==> src/logic/ioPkg.sv <==
package ioPkg;

    localparam int dataWidth = 16;
    localparam int regWidth = 4;
    localparam int opWidth = 4;

    // I/O window and device offsets within it
    localparam logic [dataWidth-1:0] ioBaseAddr = dataWidth'(384);
    localparam logic [dataWidth-1:0] timerLowerAddr = dataWidth'(8);
    localparam logic [dataWidth-1:0] timerUpperAddr = dataWidth'(11);
    localparam logic [dataWidth-1:0] gpioLowerAddr = dataWidth'(12);
    localparam logic [dataWidth-1:0] gpioUpperAddr = dataWidth'(13);

    localparam int timerCount = 4;
    localparam int wbPortCount = timerCount + 1; // Timers then GPIO

    // Timer minor opcodes
    localparam logic [opWidth-1:0] opTimerLoad = 4'd0;
    localparam logic [opWidth-1:0] opTimerStart = 4'd1;
    localparam logic [opWidth-1:0] opTimerRead = 4'd2;
    localparam logic [opWidth-1:0] opTimerStop = 4'd3;

    // GPIO minor opcodes
    localparam logic [opWidth-1:0] opGpioWrite = 4'd0;
    localparam logic [opWidth-1:0] opGpioRequest = 4'd1;
    localparam logic [opWidth-1:0] opGpioReadBuf = 4'd2;

    typedef struct packed {
        logic [opWidth-1:0]   minorOpcode;
        logic [dataWidth-1:0] addr;
        logic [dataWidth-1:0] data;
        logic [regWidth-1:0]  destReg;
    } cmdT;

    typedef struct packed {
        logic [regWidth-1:0]  destReg;
        logic [dataWidth-1:0] data;
    } wbT;

    typedef struct packed {
        logic                 responseRequested;
        logic [regWidth-1:0]  destReg;
        logic [dataWidth-1:0] data;
    } ioCmdT;

endpackage

==> src/logic/writebackArbiter.sv <==
`timescale 1ns/1ps

module writebackArbiter #(
    parameter int portCount = 2
) (
    input  logic                        sys_clk,
    input  logic                        rstN,

    input  logic [portCount-1:0]        inReq,
    input  ioPkg::wbT [portCount-1:0]   inWb,
    output logic [portCount-1:0]        inAck,

    output logic                        outReq,
    output ioPkg::wbT                   outWb,
    input  logic                        outAck
);
    localparam int idxWidth = (portCount > 1) ? $clog2(portCount) : 1;

    logic busy;
    logic sawAck;
    logic anyReq;
    logic [idxWidth-1:0] grant;
    logic [idxWidth-1:0] lastGrant;
    logic [idxWidth-1:0] nextGrant;

    // Search starts one past the last winner
    always_comb begin
        int cand;
        nextGrant = lastGrant;
        anyReq = 1'b0;
        for (int i = 1; i <= portCount; i++) begin
            cand = (int'(lastGrant) + i) % portCount;
            if (!anyReq && inReq[cand]) begin
                nextGrant = idxWidth'(cand);
                anyReq = 1'b1;
            end
        end
    end

    // Grant is held through all four phases
    always_ff @(posedge sys_clk) begin
        if (!rstN) begin
            busy <= 1'b0;
            sawAck <= 1'b0;
            grant <= '0;
            lastGrant <= idxWidth'(portCount - 1); // Port 0 wins first
        end else if (!busy) begin
            sawAck <= 1'b0;
            if (anyReq) begin
                busy <= 1'b1;
                grant <= nextGrant;
            end
        end else if (outAck) begin
            sawAck <= 1'b1;
        end else if (sawAck) begin
            busy <= 1'b0;
            lastGrant <= grant;
        end
    end

    assign outReq = busy && inReq[grant];
    assign outWb = inWb[grant];

    always_comb begin
        inAck = '0;
        inAck[grant] = busy && outAck;
    end

endmodule

==> src/logic/commandTimers.sv <==
`timescale 1ns/1ps

module commandTimers (
    input  logic                                sys_clk,
    input  logic                                rstN,

    input  logic                                devReq,
    input  ioPkg::cmdT                          cmd,
    output logic                                devAck,

    input  logic [ioPkg::timerCount-1:0]        wbAck,
    output logic [ioPkg::timerCount-1:0]        wbReq,
    output ioPkg::wbT [ioPkg::timerCount-1:0]   wb
);
    logic [ioPkg::timerCount-1:0][ioPkg::dataWidth-1:0] period;
    logic [ioPkg::timerCount-1:0][ioPkg::dataWidth-1:0] count;
    logic [ioPkg::timerCount-1:0][ioPkg::regWidth-1:0]  destReg;
    logic [ioPkg::timerCount-1:0] running;
    logic [ioPkg::timerCount-1:0] due;
    logic [ioPkg::timerCount-1:0] wbBusy;
    logic [ioPkg::timerCount-1:0] expiring;
    logic [$clog2(ioPkg::timerCount)-1:0] sel;
    logic needsWb;
    logic accept;

    assign sel = cmd.addr[$clog2(ioPkg::timerCount)-1:0];

    // Zero reached; the writeback goes out once the port is free again
    assign due = running & countZero(count);
    assign wbBusy = wbReq | wbAck;
    assign expiring = due & ~wbBusy;

    assign needsWb = (cmd.minorOpcode == ioPkg::opTimerStart) ||
                     (cmd.minorOpcode == ioPkg::opTimerRead);

    // Start or read waits while the timer still owes a writeback
    assign accept = devReq && !devAck && !(needsWb && (wbBusy[sel] || due[sel]));

    function automatic logic [ioPkg::timerCount-1:0] countZero(
        input logic [ioPkg::timerCount-1:0][ioPkg::dataWidth-1:0] cnt
    );
        logic [ioPkg::timerCount-1:0] zero;
        for (int i = 0; i < ioPkg::timerCount; i++) begin
            zero[i] = (cnt[i] == '0);
        end
        return zero;
    endfunction

    always_ff @(posedge sys_clk) begin
        if (!rstN) begin
            devAck <= 1'b0;
            running <= '0;
            wbReq <= '0;
            period <= '0;
            count <= '0;
        end else begin
            if (!devReq) begin
                devAck <= 1'b0;
            end else if (accept) begin
                devAck <= 1'b1;
            end

            for (int i = 0; i < ioPkg::timerCount; i++) begin
                if (wbReq[i] && wbAck[i]) begin
                    wbReq[i] <= 1'b0;
                end
                if (expiring[i]) begin
                    running[i] <= 1'b0;
                    wbReq[i] <= 1'b1;
                end else if (running[i] && count[i] != '0) begin
                    count[i] <= count[i] - 1'b1;
                end
            end

            if (accept) begin
                case (cmd.minorOpcode)
                    ioPkg::opTimerLoad: period[sel] <= cmd.data;
                    ioPkg::opTimerStart: begin
                        count[sel] <= period[sel];
                        running[sel] <= 1'b1;
                    end
                    ioPkg::opTimerRead: wbReq[sel] <= 1'b1;
                    ioPkg::opTimerStop: running[sel] <= 1'b0; // No writeback
                    default: ;
                endcase
            end
        end
    end

    // Writeback payloads and the destination kept for expiry
    always_ff @(posedge sys_clk) begin
        for (int i = 0; i < ioPkg::timerCount; i++) begin
            if (expiring[i]) begin
                wb[i].destReg <= destReg[i];
                wb[i].data <= period[i];
            end
        end
        if (accept && cmd.minorOpcode == ioPkg::opTimerStart) begin
            destReg[sel] <= cmd.destReg;
        end
        if (accept && cmd.minorOpcode == ioPkg::opTimerRead) begin
            wb[sel].destReg <= cmd.destReg;
            wb[sel].data <= count[sel];
        end
    end

endmodule

==> src/logic/gpioPortController.sv <==
`timescale 1ns/1ps

module gpioPortController (
    input  logic                        sys_clk,
    input  logic                        rstN,

    input  logic                        devReq,
    input  ioPkg::cmdT                  cmd,
    output logic                        devAck,

    output logic                        ioReq,
    output ioPkg::ioCmdT                ioOut,
    input  logic                        ioAck,
    input  logic                        respValid,
    input  logic                        respRegFlag,
    input  logic                        respMemFlag,
    input  logic [ioPkg::dataWidth-1:0] respData,

    output logic                        wbReq,
    output ioPkg::wbT                   wb,
    input  logic                        wbAck
);
    typedef enum logic [1:0] {
        stIdle,
        stSend,
        stAcked
    } stateT;

    stateT state;
    logic respPending;
    logic regDue;
    logic [ioPkg::dataWidth-1:0] respBuf;
    logic wbBusy;
    logic isRequest;
    logic isSend;
    logic isReadBuf;
    logic accept;
    logic regWb;

    assign wbBusy = wbReq || wbAck;
    assign isRequest = cmd.minorOpcode == ioPkg::opGpioRequest;
    assign isSend = isRequest || (cmd.minorOpcode == ioPkg::opGpioWrite);
    assign isReadBuf = cmd.minorOpcode == ioPkg::opGpioReadBuf;

    // Hold off while a response is outstanding or not yet written back
    assign accept = (state == stIdle) && devReq && !respPending && !regDue &&
                    !(isReadBuf && wbBusy);
    assign regWb = regDue && !wbBusy;

    always_ff @(posedge sys_clk) begin
        if (!rstN) begin
            state <= stIdle;
            devAck <= 1'b0;
            ioReq <= 1'b0;
            respPending <= 1'b0;
            regDue <= 1'b0;
            wbReq <= 1'b0;
            respBuf <= '0;
        end else begin
            if (wbReq && wbAck) begin
                wbReq <= 1'b0;
            end
            if (regWb) begin
                wbReq <= 1'b1;
                regDue <= 1'b0;
            end

            // Response pulse from the device
            if (respValid) begin
                respPending <= 1'b0;
                if (respRegFlag || respMemFlag) begin
                    respBuf <= respData;
                end
                if (respRegFlag) begin
                    regDue <= 1'b1;
                end
            end

            case (state)
                stIdle: begin
                    if (accept) begin
                        if (isSend) begin
                            ioReq <= 1'b1;
                            respPending <= isRequest;
                            state <= stSend;
                        end else begin
                            if (isReadBuf) begin
                                wbReq <= 1'b1;
                            end
                            devAck <= 1'b1;
                            state <= stAcked;
                        end
                    end
                end
                stSend: begin
                    if (ioAck) begin
                        ioReq <= 1'b0;
                        devAck <= 1'b1; // Core sees the ack only after the device took it
                        state <= stAcked;
                    end
                end
                stAcked: begin
                    if (!devReq && !ioAck) begin
                        devAck <= 1'b0;
                        state <= stIdle;
                    end
                end
                default: state <= stIdle;
            endcase
        end
    end

    always_ff @(posedge sys_clk) begin
        if (accept && isSend) begin
            ioOut.responseRequested <= isRequest;
            ioOut.destReg <= cmd.destReg;
            ioOut.data <= cmd.data;
        end
        if (accept && isReadBuf) begin
            wb.destReg <= cmd.destReg;
            wb.data <= respBuf;
        end else if (regWb) begin
            wb.destReg <= ioOut.destReg; // Destination of the request sent out
            wb.data <= respBuf;
        end
    end

endmodule

==> src/logic/ioManager.sv <==
`timescale 1ns/1ps

module ioManager (
    input  logic                        sys_clk,
    input  logic                        rstN,

    input  logic                        cmdReq,
    input  ioPkg::cmdT                  cmd,
    output logic                        cmdAck,

    output logic                        wbReq,
    output ioPkg::wbT                   wb,
    input  logic                        wbAck,

    output logic                        ioReq,
    output ioPkg::ioCmdT                ioOut,
    input  logic                        ioAck,
    input  logic                        respValid,
    input  logic                        respRegFlag, // Buffer and write back
    input  logic                        respMemFlag, // Buffer only
    input  logic [ioPkg::dataWidth-1:0] respData
);
    logic timerEn;
    logic gpioEn;
    logic unmapped;
    logic unmappedAck;
    logic timerAck;
    logic gpioAck;
    ioPkg::cmdT timerCmd;
    ioPkg::cmdT gpioCmd;

    logic [ioPkg::wbPortCount-1:0] wbReqArr;
    logic [ioPkg::wbPortCount-1:0] wbAckArr;
    ioPkg::wbT [ioPkg::wbPortCount-1:0] wbArr;

    assign timerEn = (cmd.addr >= ioPkg::ioBaseAddr + ioPkg::timerLowerAddr) &&
                     (cmd.addr <= ioPkg::ioBaseAddr + ioPkg::timerUpperAddr);
    assign gpioEn = (cmd.addr >= ioPkg::ioBaseAddr + ioPkg::gpioLowerAddr) &&
                    (cmd.addr <= ioPkg::ioBaseAddr + ioPkg::gpioUpperAddr);
    assign unmapped = !timerEn && !gpioEn;

    // Devices see their own offset
    always_comb begin
        timerCmd = cmd;
        timerCmd.addr = cmd.addr - ioPkg::ioBaseAddr - ioPkg::timerLowerAddr;
        gpioCmd = cmd;
        gpioCmd.addr = cmd.addr - ioPkg::ioBaseAddr - ioPkg::gpioLowerAddr;
    end

    // Nobody home, so acknowledge and drop
    always_ff @(posedge sys_clk) begin
        if (!rstN) begin
            unmappedAck <= 1'b0;
        end else begin
            unmappedAck <= cmdReq && unmapped;
        end
    end

    assign cmdAck = timerAck || gpioAck || unmappedAck;

    commandTimers systemTimers (
        .sys_clk(sys_clk),
        .rstN   (rstN),
        .devReq (cmdReq && timerEn),
        .cmd    (timerCmd),
        .devAck (timerAck),
        .wbAck  (wbAckArr[ioPkg::timerCount-1:0]),
        .wbReq  (wbReqArr[ioPkg::timerCount-1:0]),
        .wb     (wbArr[ioPkg::timerCount-1:0])
    );

    gpioPortController gpioPort (
        .sys_clk    (sys_clk),
        .rstN       (rstN),
        .devReq     (cmdReq && gpioEn),
        .cmd        (gpioCmd),
        .devAck     (gpioAck),
        .ioReq      (ioReq),
        .ioOut      (ioOut),
        .ioAck      (ioAck),
        .respValid  (respValid),
        .respRegFlag(respRegFlag),
        .respMemFlag(respMemFlag),
        .respData   (respData),
        .wbReq      (wbReqArr[ioPkg::timerCount]),
        .wb         (wbArr[ioPkg::timerCount]),
        .wbAck      (wbAckArr[ioPkg::timerCount])
    );

    writebackArbiter #(
        .portCount(ioPkg::wbPortCount)
    ) wbArbiter (
        .sys_clk(sys_clk),
        .rstN   (rstN),
        .inReq  (wbReqArr),
        .inWb   (wbArr),
        .inAck  (wbAckArr),
        .outReq (wbReq),
        .outWb  (wb),
        .outAck (wbAck)
    );

endmodule

==> config.mk <==
export PLATFORM = sky130hd
export DESIGN_NAME = ioManager
export DESIGN_NICKNAME = d
export VERILOG_FILES = /design/src/logic/ioPkg.sv /design/src/logic/writebackArbiter.sv /design/src/logic/commandTimers.sv /design/src/logic/gpioPortController.sv /design/src/logic/ioManager.sv
export SDC_FILE = /design/constraint.sdc
export NUM_CORES = 1
export LEC_CHECK = 0
export BUFFER_PORTS_ARGS = -buffer_cell sky130_fd_sc_hd__buf_2
export CORE_ASPECT_RATIO = 0.9
export CORE_UTILIZATION = 37
export CTS_BUF_LIST = sky130_fd_sc_hd__clkbuf_4 sky130_fd_sc_hd__clkbuf_8
export DETAILED_ROUTE_END_ITERATION = 10
export SKIP_CTS_REPAIR_TIMING = 1
export SYNTH_ARGS = -nofsm -noshare
export SYNTH_HDL_FRONTEND = slang
export SYNTH_SLANG_ARGS = --single-unit
==> constraint.sdc <==
create_clock -name sys_clk -period 9.03 [get_ports sys_clk]
set_clock_uncertainty 0.1 [all_clocks]
set_input_delay 1.3545 -clock sys_clk [delete_from_list [all_inputs] [get_ports sys_clk]]
set_output_delay 1.3545 -clock sys_clk [all_outputs]
set_load 0.005 [all_outputs]
# ---- Word-level counts from Yosys, hierarchy flattened
# Index checks and enable logic that the tools add are counted.
dict set report totals {
  reg_bits 306
  output_inout_bits 44
  inputBits 64
}
dict set report op_classes {
  mux 130
  n_reduce_logical 80
  n_bitwise 11
  add_sub_neg 11
  n_eq_ne 10
  div_mod_pow 5
  magnitude_cmp 13
}
# cell count
set op_table {}
lappend op_table {{two-way mux 16 bit} 16}
lappend op_table {{bitwise mux 80 bit} 2}
lappend op_table {{less-than comparator 32 x 5 -> 1 bit, second input constant} 5}
lappend op_table {{remainder unit 32 x 4 -> 32 bit, second input constant} 5}
lappend op_table {{two-way mux 20 bit} 8}
lappend op_table {{bitwise mux 64 bit} 2}
lappend op_table {{two-way mux 64 bit} 2}
lappend op_table {{demux 20 bit (select 2 bit)} 2}
lappend op_table {{two-way mux 80 bit} 1}
lappend op_table {{binary-select mux 16 bit (select 2 bit)} 2}
lappend op_table {{zero test 16 bit} 4}
lappend op_table {{two-way mux 1 bit} 64}
lappend op_table {{nonzero test 16 bit} 4}
lappend op_table {{subtractor 16 x 1 -> 16 bit, second input constant} 4}
lappend op_table {{binary-select mux 20 bit (select 3 bit)} 1}
lappend op_table {{logical AND 1 bit} 37}
lappend op_table {{demux 16 bit (select 2 bit)} 1}
lappend op_table {{greater-or-equal comparator 16 x 9 -> 1 bit, second input constant} 2}
lappend op_table {{<= comparator 16 x 9 -> 1 bit, second input constant} 2}
lappend op_table {{binary-select mux 1 bit (select 3 bit)} 6}
lappend op_table {{bitwise mux 16 bit} 1}
lappend op_table {{two-way mux 4 bit} 4}
lappend op_table {{two-way mux 3 bit} 5}
lappend op_table {{zero test 1 bit} 14}
lappend op_table {{other kinds (37)} 66}

# ---- Depth between registers and ports, before layout
# Gate-level depths: netlist (run 1).
dict set report depth {
  word_depth 20
  ltp_mapped 20
  mapped_depth_nobuf 19
}

# ---- Modules after synthesis
# A second synthesis (run 1) with hierarchy kept.
dict set report hier_totals {
  hier_cells 1872
  hier_area_um2 16921.2
}
# mod area_each_um2 cells_each n_inst seq_area_each_um2
set by_module_without_submodules {}
lappend by_module_without_submodules {commandTimers 10852.9 1182 1 4824.6}
lappend by_module_without_submodules {writebackArbiter 3004.1 410 1 160.2}
lappend by_module_without_submodules {gpioPortController 2248.4 159 1 1691.6}
lappend by_module_without_submodules {ioManager 815.8 121 1 20.0}

# ---- Worst setup path after synthesis (run 1)
# No wires, ideal clock.
dict set report synth_timing {
  path_kind {input to register}
  from {input port cmd[32] in the netlist's numbering}
  to {register gpioPort.ioReq}
  path_stages 8
  t_arrival_ns 5.019
  setup_ns 0.128
  slack_ns 3.783
  n_path_buf 0
  cell_sequence {nor4_1 > nand2_1 > nor3_1 > nand4_1 > nor4_1 > mux2_2 > a22oi_1 > nor2_1}
}
dict set report synth_between {
  elab_chain_cells 9
}
# item line
set synth_rtl {}
lappend synth_rtl {{from (decl)} ioManager.sv:8} ;# input ioPkg::cmdT cmd,
lappend synth_rtl {{greater-or-equal comparator 16 x 9 -> 1 bit or <= comparator 16 x 9 -> 1 bit (tied branches)} {ioManager.sv:38, ioManager.sv:39}}
lappend synth_rtl {{logical AND 1 bit *} ioManager.sv:38} ;# assign gpioEn = (cmd.addr >= ioPkg::ioBaseAddr + ioPkg::gpioLowerAddr) &&
lappend synth_rtl {{logical AND 1 bit *} ioManager.sv:75} ;# .devReq (cmdReq && gpioEn),
lappend synth_rtl {{logical AND 1 bit * (4 in series)} gpioPortController.sv:46} ;# assign accept = (state == stIdle) && devReq && !respPending && !regDue &&
lappend synth_rtl {{inequality test 2 x 1 -> 1 bit (no source line) *} n/a}
lappend synth_rtl {{AND reduction 4 bit (no source line) *} n/a}
lappend synth_rtl {{to (signal assigned)} gpioPortController.sv:54} ;# ioReq <= 1'b0;
lappend synth_rtl {{to (signal assigned)} gpioPortController.sv:83} ;# ioReq <= 1'b1;
lappend synth_rtl {{to (signal assigned)} gpioPortController.sv:97} ;# ioReq <= 1'b0;
lappend synth_rtl {{to (decl)} gpioPortController.sv:11} ;# output logic ioReq,
# Every way passes the cells marked *; elsewhere a longest branch is shown, timed or not.
# A chain may end at the register's enable or synchronous reset.

# ---- Final worst setup path (run 1)
dict set report layout_timing {
  from {register wbArbiter.lastGrant[0]}
  to {register wbArbiter.grant[1]}
}
dict set report layout_between {
  elab_chain_cells 19
}
# item line
set layout_rtl {}
lappend layout_rtl {{from (decl)} writebackArbiter.sv:23} ;# logic [idxWidth-1:0] lastGrant;
lappend layout_rtl {{from (signal assigned)} writebackArbiter.sv:46} ;# lastGrant <= idxWidth'(portCount - 1);
lappend layout_rtl {{from (signal assigned)} writebackArbiter.sv:57} ;# lastGrant <= grant;
lappend layout_rtl {{adder 3 x 1 -> 4 bit} writebackArbiter.sv:32} ;# cand = (int'(lastGrant) + i) % portCount;
lappend layout_rtl {{remainder unit 32 x 4 -> 32 bit} writebackArbiter.sv:32}
lappend layout_rtl {{binary-select mux 1 bit (select 3 bit)} writebackArbiter.sv:33} ;# if (!anyReq && inReq[cand]) begin
lappend layout_rtl {{two-way mux 1 bit (implied by the code) (2 in series)} writebackArbiter.sv:33}
lappend layout_rtl {{two-way mux 1 bit} writebackArbiter.sv:33}
lappend layout_rtl {{zero test 1 bit} writebackArbiter.sv:33}
lappend layout_rtl {{logical AND 1 bit} writebackArbiter.sv:33}
lappend layout_rtl {{two-way mux 1 bit} writebackArbiter.sv:33}
lappend layout_rtl {{[... 2 more ...]} n/a}
lappend layout_rtl {{two-way mux 1 bit} writebackArbiter.sv:33}
lappend layout_rtl {{zero test 1 bit} writebackArbiter.sv:33}
lappend layout_rtl {{logical AND 1 bit} writebackArbiter.sv:33}
lappend layout_rtl {{two-way mux 1 bit} writebackArbiter.sv:33}
lappend layout_rtl {{zero test 1 bit} writebackArbiter.sv:33}
lappend layout_rtl {{logical AND 1 bit} writebackArbiter.sv:33}
lappend layout_rtl {{two-way mux 1 bit} writebackArbiter.sv:33}
lappend layout_rtl {{AND reduction 2 bit (no source line)} n/a}
lappend layout_rtl {{to (signal assigned)} writebackArbiter.sv:51} ;# grant <= nextGrant;
lappend layout_rtl {{to (decl)} writebackArbiter.sv:22} ;# logic [idxWidth-1:0] grant;
# Parallel ways exist; a longest one is shown, timed or not. The select of a mux whose other input is x is not followed.

==> flow_results.org, run 1 <==
** STA
- The number of max-slew violations in the final report came to 0.
- Of the available clock period, the critical path in the final layout requires 0.632.
- For the pin with the worst max-slew slack, the measured transition is approximately 1100 ps.
- Final Hold Slack :: 332 ps
- Summed over all failing endpoints, the final setup total negative slack is 0 ps.
- RSZ-0062 raised after global routing :: no
- Hold Violations, Final :: 0
- For this run, the top clock speed supported by timing is 175 MHz.
- Headroom to the max-slew limit came out at 0.255.
- Final worst-path setup slack :: approximately 3300 ps
- Clock period minus final worst setup slack :: around 5700 ps
- Setup violations remaining at the end of the flow were counted as 0.

** Worst setup path
- Kind of cell adding the most delay to the critical path :: adder cells
- Across all register-to-register paths, the minimum setup slack is 3320 ps.
- Worst path max stage delay :: 750 ps
- The number of buffers and inverters on the critical path is 4.
- Required time of the critical path :: 9410 ps
- The critical path is of the reg -> reg type.
- Critical path capture point type :: flip-flop
- The critical path goes through buf_4, inv_1, ha_1, ha_1, nor3_1, o22ai_1, xnor2_1, inv_2, ha_1, inv_1, a21boi_0, a32oi_1, or4_1, o21ai_0, o32ai_1, or4b_1, and2b_1, o21ai_1, o32ai_1.
- In this run the worst path has a maximum fanout of 41.
- STA classifies the critical path startpoint as a flip-flop.
- Among all stages on the critical path, the largest delay is contributed by ha_1.
- Most frequent cell on the critical path :: ha_1
- Crit path arrival time :: 6090 ps

** Power
- Sequential Power Share :: 0.474
- After layout, the design draws a total of 2980 uW.
- Combinational share of power :: 0.055
- Power per cell area :: 160 nW/um^2
- Proportion of total power due to net switching :: 0.243
- The share of total power dissipated in the clock network is 0.471.
- In this run the static leakage power is 0.00778 uW.
- The worst-case IR drop observed on VDD is 109 uV.
- Power dissipated by switching net loads :: 726 uW
- Int Power :: about 2300 uW

** Synthesis
- Of the post-synthesis cell area, the part taken by muxes is 0.173.
- Post-Synth Simple-Gate Area :: 0.178
- Counting flops with a built-in enable in the synthesized netlist gives 57.
- Of all flip-flops after synthesis, the portion carrying an async set or reset was 0.
- Primary flip-flop cell chosen by synthesis mapping :: dfxtp_1
- Synthesized netlist net count :: 1863
- For this run, the register share of the synthesized area comes to 0.403.
- Fraction of the mapped netlist area in compound gates :: 0.146
- Of the total synthesized cell area, the portion taken by XOR and XNOR cells is 0.0326.
- In this run, synthesis produced a sequential element count of 306.
- Fraction of the mapped netlist area in adder cells :: 0.0219
- Yosys printed 0 warnings.
- By area, the combinational part of the netlist is dominated by simple AND/OR/NAND/NOR gates.
- Post-Syn Area :: 16600 um^2
- In this run, distinct cell masters in the synthesized netlist total 89.
- Mapped Avg Cell Area :: approximately 9.4 um^2
- Count of mapped cells out of synthesis :: 1770

** Clock tree
- After clock tree synthesis, the clock-pin slew on the worst setup and hold paths is ~60 ps.
- Library cell used as clock root buffer :: clkbuf_8
- Number of levels in the clock H-tree :: 2
- CTS tree :: built
- # clock sinks :: 306
- Clock latency on the worst-skew pair :: about 660 ps
- Clock Path Buffers :: 3
- CTS buffer count :: 53

** Detailed routing
- Wires add up to around 51000 um.
- In this run the remaining antenna-violating nets after routing total 0.
- The first routing iteration left 1149 violations.
- Detail-routed net length per standard cell :: just over 20 um
- Vias per cell :: 5.51
- Across all layers, the routed design uses 13700 vias.
- In the routed design, unresolved DRC markers number 0.
- Initial DRT Pass Iterations :: 7

** Place
- Detailed placement ended at an HPWL of roughly 34000 um.
- Number of placed cells counting well taps :: 2378
- Last weighted congestion value of the routability-driven placer :: 0.881
- Number of buffers inserted by port buffering :: 107
- Timing analysis after detailed placement gives a worst setup slack of 3370 ps.

** Layout
- Nets :: 1926
- Fill cells :: 4365
- Synthesis-to-layout area growth :: 12.3%
- Of the cells placed in the final design, the portion with a size suffix greater than 1 is 0.211.
- Final cell count without fillers :: 2479

** GRT
- Number of antenna violations at the first check in global routing :: 2
- Vias in the first global route :: 13100
- First-pass GRT wire length :: roughly 78000 um
- Leftover overflow at the end of global routing :: 0
- Maximum number of pins on one net before global-route repair :: 95
- Across every metal layer, demand over resource in global routing totals 0.221.

** Floorplanning
- Row count :: 73
- Full die area :: 45700 um^2
- Number of I/O pins :: approximately 110
- For this configuration, the core starts out at a cell density of 0.376.
- From left edge to right edge, the die measures 225 um.
- Vertical die dimension :: 203 um
- The core region is ~44000 um^2.

** Job
- Number of violations of the max-capacitance limit :: 0

** Outcome
- The run finished with clean final reports.

** Worst hold path
- The min-delay analysis places its worst path in the category reg -> reg.
[registers in the layout (all words and copies together), names as in the netlist, 2 cells and up]
| signal | cells |
|---|---|
| wbArbiter.grant | 3 |
| gpioPort.ioOut | 21 |
| systemTimers.count | 64 |
| systemTimers.running | 4 |
| wbArbiter.lastGrant | 3 |
| systemTimers.wb | 80 |
| gpioPort.wb | 20 |
| systemTimers.wbReq | 4 |
| gpioPort.respBuf | 16 |
| systemTimers.destReg | 16 |
| systemTimers.period | 64 |
| gpioPort.state | 2 |
[cell usage in the layout, fill, tap and decap left out, types with 23 or more instances in the layout]
| cell | synthesis | layout |
|---|---|---|
| nor2_1 | 177 | 176 |
| inv_1 | 34 | 34 |
| nand2_1 | 181 | 181 |
| a21oi_1 | 117 | 117 |
| nand2_2 | 40 | 40 |
| a211oi_1 | 62 | 62 |
| ha_1 | 29 | 29 |
| dfxtp_1 | 249 | 248 |
| xnor2_1 | 43 | 43 |
| a21oi_2 | 41 | 41 |
| clkbuf_8 | 0 | 72 |
| or3_1 | 26 | 26 |
| edfxtp_1 | 57 | 57 |
| buf_2 | 29 | 107 |
| o22ai_1 | 25 | 25 |
| o21ai_0 | 41 | 41 |
| mux2i_1 | 212 | 212 |
| mux2_2 | 23 | 23 |
[final cells by class]
class	count	area [um^2]	share of cell area
Multi-Input combinational cell	1307	9170	0.491
Sequential cell	306	6700	0.359
Clock buffer	93	1150	0.0616
Tap cell	600	751	0.0402
Timing Repair Buffer	127	686	0.0368
Inverter	38	148	0.00792
Clock inverter	7	55.1	0.00295
Antenna cell	1	2.50	0.000134
[cell usage after synthesis, types with 6 or more instances]
cell,n,area [um^2]
o22ai_1,25,156
or2_2,10,62.6
nor2_1,177,664
mux4_2,21,473
nand2_2,40,250
edfxtp_1,57,1710
and2_1,9,56.3
nand2_1,181,679
nand3_1,17,85.1
inv_1,34,128
xnor2_1,43,377
xor2_1,17,149
buf_2,29,145
clkbuf_1,65,244
dfxtp_1,249,4980
ha_1,29,363
a31oi_1,7,43.8
nor2b_1,9,56.3
or4_1,8,60.1
buf_1,10,37.5
or3_1,26,163
and3_1,6,37.5
buf_4,6,45.0
o21ai_0,41,205
a21oi_2,41,359
nand4_1,10,62.6
o211ai_1,10,75.1
mux2i_1,212,2120
nor4_1,20,125
a21oi_1,117,586
nand2b_1,16,100
mux2_2,23,259
nor3_1,20,100
a21o_1,6,45.0
a211oi_1,62,465
[worst register-to-register path, delay by kind of cell (launching register included)]
family          cells  cell delay, ps
xor+xnor            1             320
buf+inv             4             960
flops               1             310
simple gates        4            1190
compound gates      7            1330
fa+ha+maj           3            1370
[routing by layer]
layer  wire [um]  GRT usage
met3        3100     0.0402
met5           0          0
met1       23500      0.306
met4        1630     0.0807
met2       22400      0.343
[worst paths after layout]
path	start	end	cells past startpoint
worst min-delay path	gpioPort.respBuf[15]$_SDFFE_PN0P_	gpioPort.wb[15]$_DFFE_PP_	0
worst max register to register	wbArbiter.lastGrant[0]$_SDFFE_PN0P_	wbArbiter.grant[1]$_SDFFE_PN0P_	19
worst min register to register	gpioPort.respBuf[15]$_SDFFE_PN0P_	gpioPort.wb[15]$_DFFE_PP_	0
worst max-delay path	wbArbiter.lastGrant[0]$_SDFFE_PN0P_	wbArbiter.grant[1]$_SDFFE_PN0P_	19
[power groups by stage]
stage               clock network (uW)  logic (uW)  registers [uW]
floorplan                            0        98.6            1440
global placement                     0         163            1440
detailed placement                   0         164            1440
CTS                               1440         165            1410
global route                      1500         180            1410
finish                            1410         165            1410
[logic make-up (layout without fill, tap and decap cells)]
family                     count (synthesis)  count (layout)
adders and majority gates                 29              29
other                                      0               1
and+or+nand+nor                          595             595
AOI/OAI and AO/OA                        365             365
muxes                                    257             257
xor gates and xnor gates                  61              61
buffers and inverters                    157             265
DFF                                      306             306
[per-stage QoR]
stage / area (um^2) / util
after floorplan: 16600 / -
after global placement: 17400 / 0.395
after detailed placement: 17400 / 0.395
after CTS: 18600 / 0.422
after global routing: 18700 / 0.422
final: 18700 / 0.422
Power figures use the tool's default switching activity.
==> inputs of run 2 (changes only) <==
==> constraint.sdc (replaced) <==
create_clock -name sys_clk -period 4.65 [get_ports sys_clk]
set_clock_uncertainty 0.1 [all_clocks]
set_input_delay 0.6975 -clock sys_clk [delete_from_list [all_inputs] [get_ports sys_clk]]
set_output_delay 0.6975 -clock sys_clk [all_outputs]
set_load 0.005 [all_outputs]
==> run 2 against run 1 <==
Effect of this change:
- routed wire length rose by 0.28%
- flip-flop and latch count did not move
- cell count up 0.77%
- global-route usage is 0.22 points lower
- combinational power increased by 91%
==> flow_results.org, run 2 (synthesized netlist as in run 1, its figures left out) <==
** Outcome
- Result of the run :: complete, no violations (unchanged)

** Layout
- Largest registers: systemTimers.wb x80, systemTimers.count x64, systemTimers.period x64 (unchanged).
- Share of post-route cells with drive strength above 1 :: 0.218 (was 0.211)
- The final instance area was 18700 um^2 (about the same).
- The number of nets in the finished design came to 1949 (was 1926).
- Register ranked first by flip-flop count :: systemTimers.wb (unchanged)
- Synthesis-to-layout area growth :: 12.8% (was 12.3%)
- Most frequent cells in the layout: 247 x dfxtp_1, 212 x mux2i_1, 181 x nand2_1, 177 x nor2_1, 117 x a21oi_1 (was 248 x dfxtp_1, 212 x mux2i_1, 181 x nand2_1, 176 x nor2_1, 117 x a21oi_1).
- ANT cells :: 0 (was 1)
- The number of fillers in the final layout is 4384 (was 4365).
- The area taken by flip-flops and latches is 6700 um^2 (about the same).
- Number of flip-flops under the largest register name :: 80 (unchanged)
- The most common cell after layout, fill and taps aside is dfxtp_1 (unchanged).
- The final core area utilization was 0.424 (was 0.422).
- The multi-input combinational cell area came to 9200 um^2 (was 9170 um^2).

** Floorplanning
- The initial core utilization was 0.376 (unchanged).
- Vertical die dimension :: 203 um (unchanged)
- The width of the die was 225 um (unchanged).
- Full die area :: 45700 um^2 (unchanged)
- The number of placement rows was 73 (unchanged).
- The number of top-level pins was 108 (unchanged).
- The core footprint is 44200 um^2 (unchanged).

** STA
- Max Clock Freq :: 225 MHz (was 175 MHz)
- The smallest setup slack after layout came to 198 ps (was 3320 ps).
- The worst-case headroom to the max-slew limit is 0.170 (was 0.255).
- Final setup violation count :: 0 (unchanged)
- The slew at the pin closest to its max-slew limit came to 1240 ps (was 1120 ps).
- Hold Violations, Final :: 0 (unchanged)
- Clock period minus final worst setup slack :: 4450 ps (was 5710 ps)
- Crit share post-route :: 0.957 (was 0.632)
- Max-slew violation total from the final report :: 0 (unchanged)
- The worst hold slack across all endpoints came to 219 ps (was 332 ps).

** Detailed routing
- Final ANT Viol Nets :: 0 (unchanged)
- Vias per cell :: 5.57 (was 5.51)
- Initial DRT Pass Iterations :: 5 (was 7)
- The starting DRC count in detailed routing was 990 (was 1149).
- The average wire length per cell after detail routing came to 20.3 um (was 20.4 um).
- Count of unresolved DRC violations after routing :: 0 (unchanged)
- Total Routed Length :: 50800 um (was 50700 um)
- DR vias :: 13900 (was 13700)

** GRT
- Maximum number of pins on one net before global-route repair :: 74 (was 95)
- The total global routing track utilization is 0.219 (was 0.221).
- Leftover overflow at the end of global routing :: 0 (unchanged)
- The global-route wire length before repair is 77900 um (was 78100 um).
- The initial antenna violation count is 2 (unchanged).
- The via count of the first global-routing pass is 13400 (was 13100).

** Clock tree
- The sink count of the clock tree came to 306 (unchanged).
- The deepest level of the CTS H-tree was 2 (unchanged).
- Library cell used as clock root buffer :: clkbuf_8 (unchanged)
- CTS tree :: built (unchanged)
- The clock latency on the worst-skew pair was 630 ps (was 660 ps).
- Clock Path Buffers :: 3 (unchanged)
- The clock slew seen by the registers of the worst setup and hold paths is 60 ps (about the same).
- CTS buffer count :: 53 (unchanged)

** Power
- The leakage power summed over all cells came to 0.00783 uW (was 0.00778 uW).
- The cell area power density is 298 nW/um^2 (was 160 nW/um^2).
- The total power of the final layout was 5590 uW (was 2980 uW).
- The largest vdd supply drop was 202 uV (was 109 uV).

** Worst setup path
- The slack of the worst reg-to-reg path came to 200 ps (was 3320 ps).
- The critical path startpoint category was a flip-flop (unchanged).
- The critical path's most frequent cell was ha_1 (unchanged).
- Required time of the critical path :: 5070 ps (was 9410 ps)
- Critical path capture point type :: flip-flop (unchanged)
- Highest fanout seen on the critical path :: 6 (was 41)
- R2r startpoint :: wbArbiter.lastGrant[1]$_SDFFE_PN0P_ (was wbArbiter.lastGrant[0]$_SDFFE_PN0P_)
- Kind of cell adding the most delay to the critical path :: compound AO/OA/AOI/OAI gates (was adder cells)
- Chain of cells forming the critical path: ha_1, xnor2_2, inv_1, ha_1, nor3_1, o22ai_1, xnor2_2, inv_2, ha_1, a21boi_1, a32oi_2, or3_1, a21boi_0, o32ai_2, or4_4, o311a_1, o32ai_1 (was buf_4, inv_1, ha_1, ha_1, nor3_1, o22ai_1, xnor2_1, inv_2, ha_1, inv_1, a21boi_0, a32oi_1, or4_1, o21ai_0, o32ai_1, or4b_1, and2b_1, o21ai_1, o32ai_1).
- The data arrival time of the critical path is 4870 ps (was 6090 ps).
- The critical path's largest stage delay came to 470 ps (was 750 ps).
- The critical path launch point was wbArbiter.lastGrant[1]$_SDFFE_PN0P_ (was wbArbiter.lastGrant[0]$_SDFFE_PN0P_).
- The critical path buffer and inverter count came to 2 (was 4).
- Crit path max-delay cell type :: or4_4 (was ha_1)
- CP Class :: reg -> reg (unchanged)

** Place
- The post-placement setup slack was 176 ps (was 3370 ps).
- Last weighted congestion value of the routability-driven placer :: 0.877 (was 0.881)
- Detailed placer's ending HPWL :: 34000 um (was 34400 um)
- The number of port buffers came to 107 (unchanged).
- The post-detailed-placement cell area is 17600 um^2 (was 17400 um^2).

** Worst hold path
- HP Start :: cmd[13] (was gpioPort.respBuf[15]$_SDFFE_PN0P_)
- Hold Crit Class :: in -> reg (was reg -> reg)

** Job
- The max capacitance violation total is 0 (unchanged).
## run 2: area by class of cell
| cell class | count | share of cell area |
|---|---|---|
| multi-input cells | 1308 | 0.491 |
| flip-flops and latches | 306 | 0.358 |
| well taps | 600 | 0.0401 |
| clock buffers | 79 | 0.0517 |
| repair buffers | 149 | 0.0454 |
| inverters | 38 | 0.00788 |
| clock inverters | 18 | 0.00601 |
## run 2: worst register-to-register path, stage by stage (launching register included)
cell and delay, ps:
dfxtp_1 330, ha_1 240, xnor2_2 280, inv_1 110, ha_1 240, nor3_1 250
o22ai_1 170, xnor2_2 250, inv_2 110, ha_1 250, a21boi_1 260, a32oi_2 200
or3_1 340, a21boi_0 220, o32ai_2 120, or4_4 470, o311a_1 150, o32ai_1 270
## run 2: metrics by stage
stage | instances | setup TNS (ps)
floorplan | 1770 | 0
global placement | 2398 | 0
detailed placement | 2398 | 0
CTS | 2495 | 0
global route | 2498 | -95.6
finish | 2498 | 0
## run 2: where the power goes
group	internal [uW]	total, uW	switching [uW]	leakage (uW)
logic	106	315	209	0.00472
registers	2730	2750	21.2	0.00253
clock network	1390	2530	1140	0.000578
total	4220	5590	1370	0.00783
## run 2: worst paths after layout
| check | depth (start not counted) | endpoint |
|---|---|---|
| worst max register to register | 17 | wbArbiter.grant[1]$_SDFFE_PN0P_ |
| worst min register to register | 0 | gpioPort.wb[1]$_DFFE_PP_ |
| worst max-delay path | 17 | wbArbiter.grant[1]$_SDFFE_PN0P_ |
| worst min-delay path | 1 | gpioPort.ioOut[9]$_DFFE_PP_ |
## run 2: layer usage
metal  vias to the layer above  routed length, um  share of wire  GRT usage
li1                       6573                  -              -          -
met2                       485              22800           0.45      0.348
met1                      6734              22900           0.45      0.292
met5                         -                 26        0.00051          0
met4                         4               1880          0.037     0.0870
met3                       113               3210          0.063     0.0415
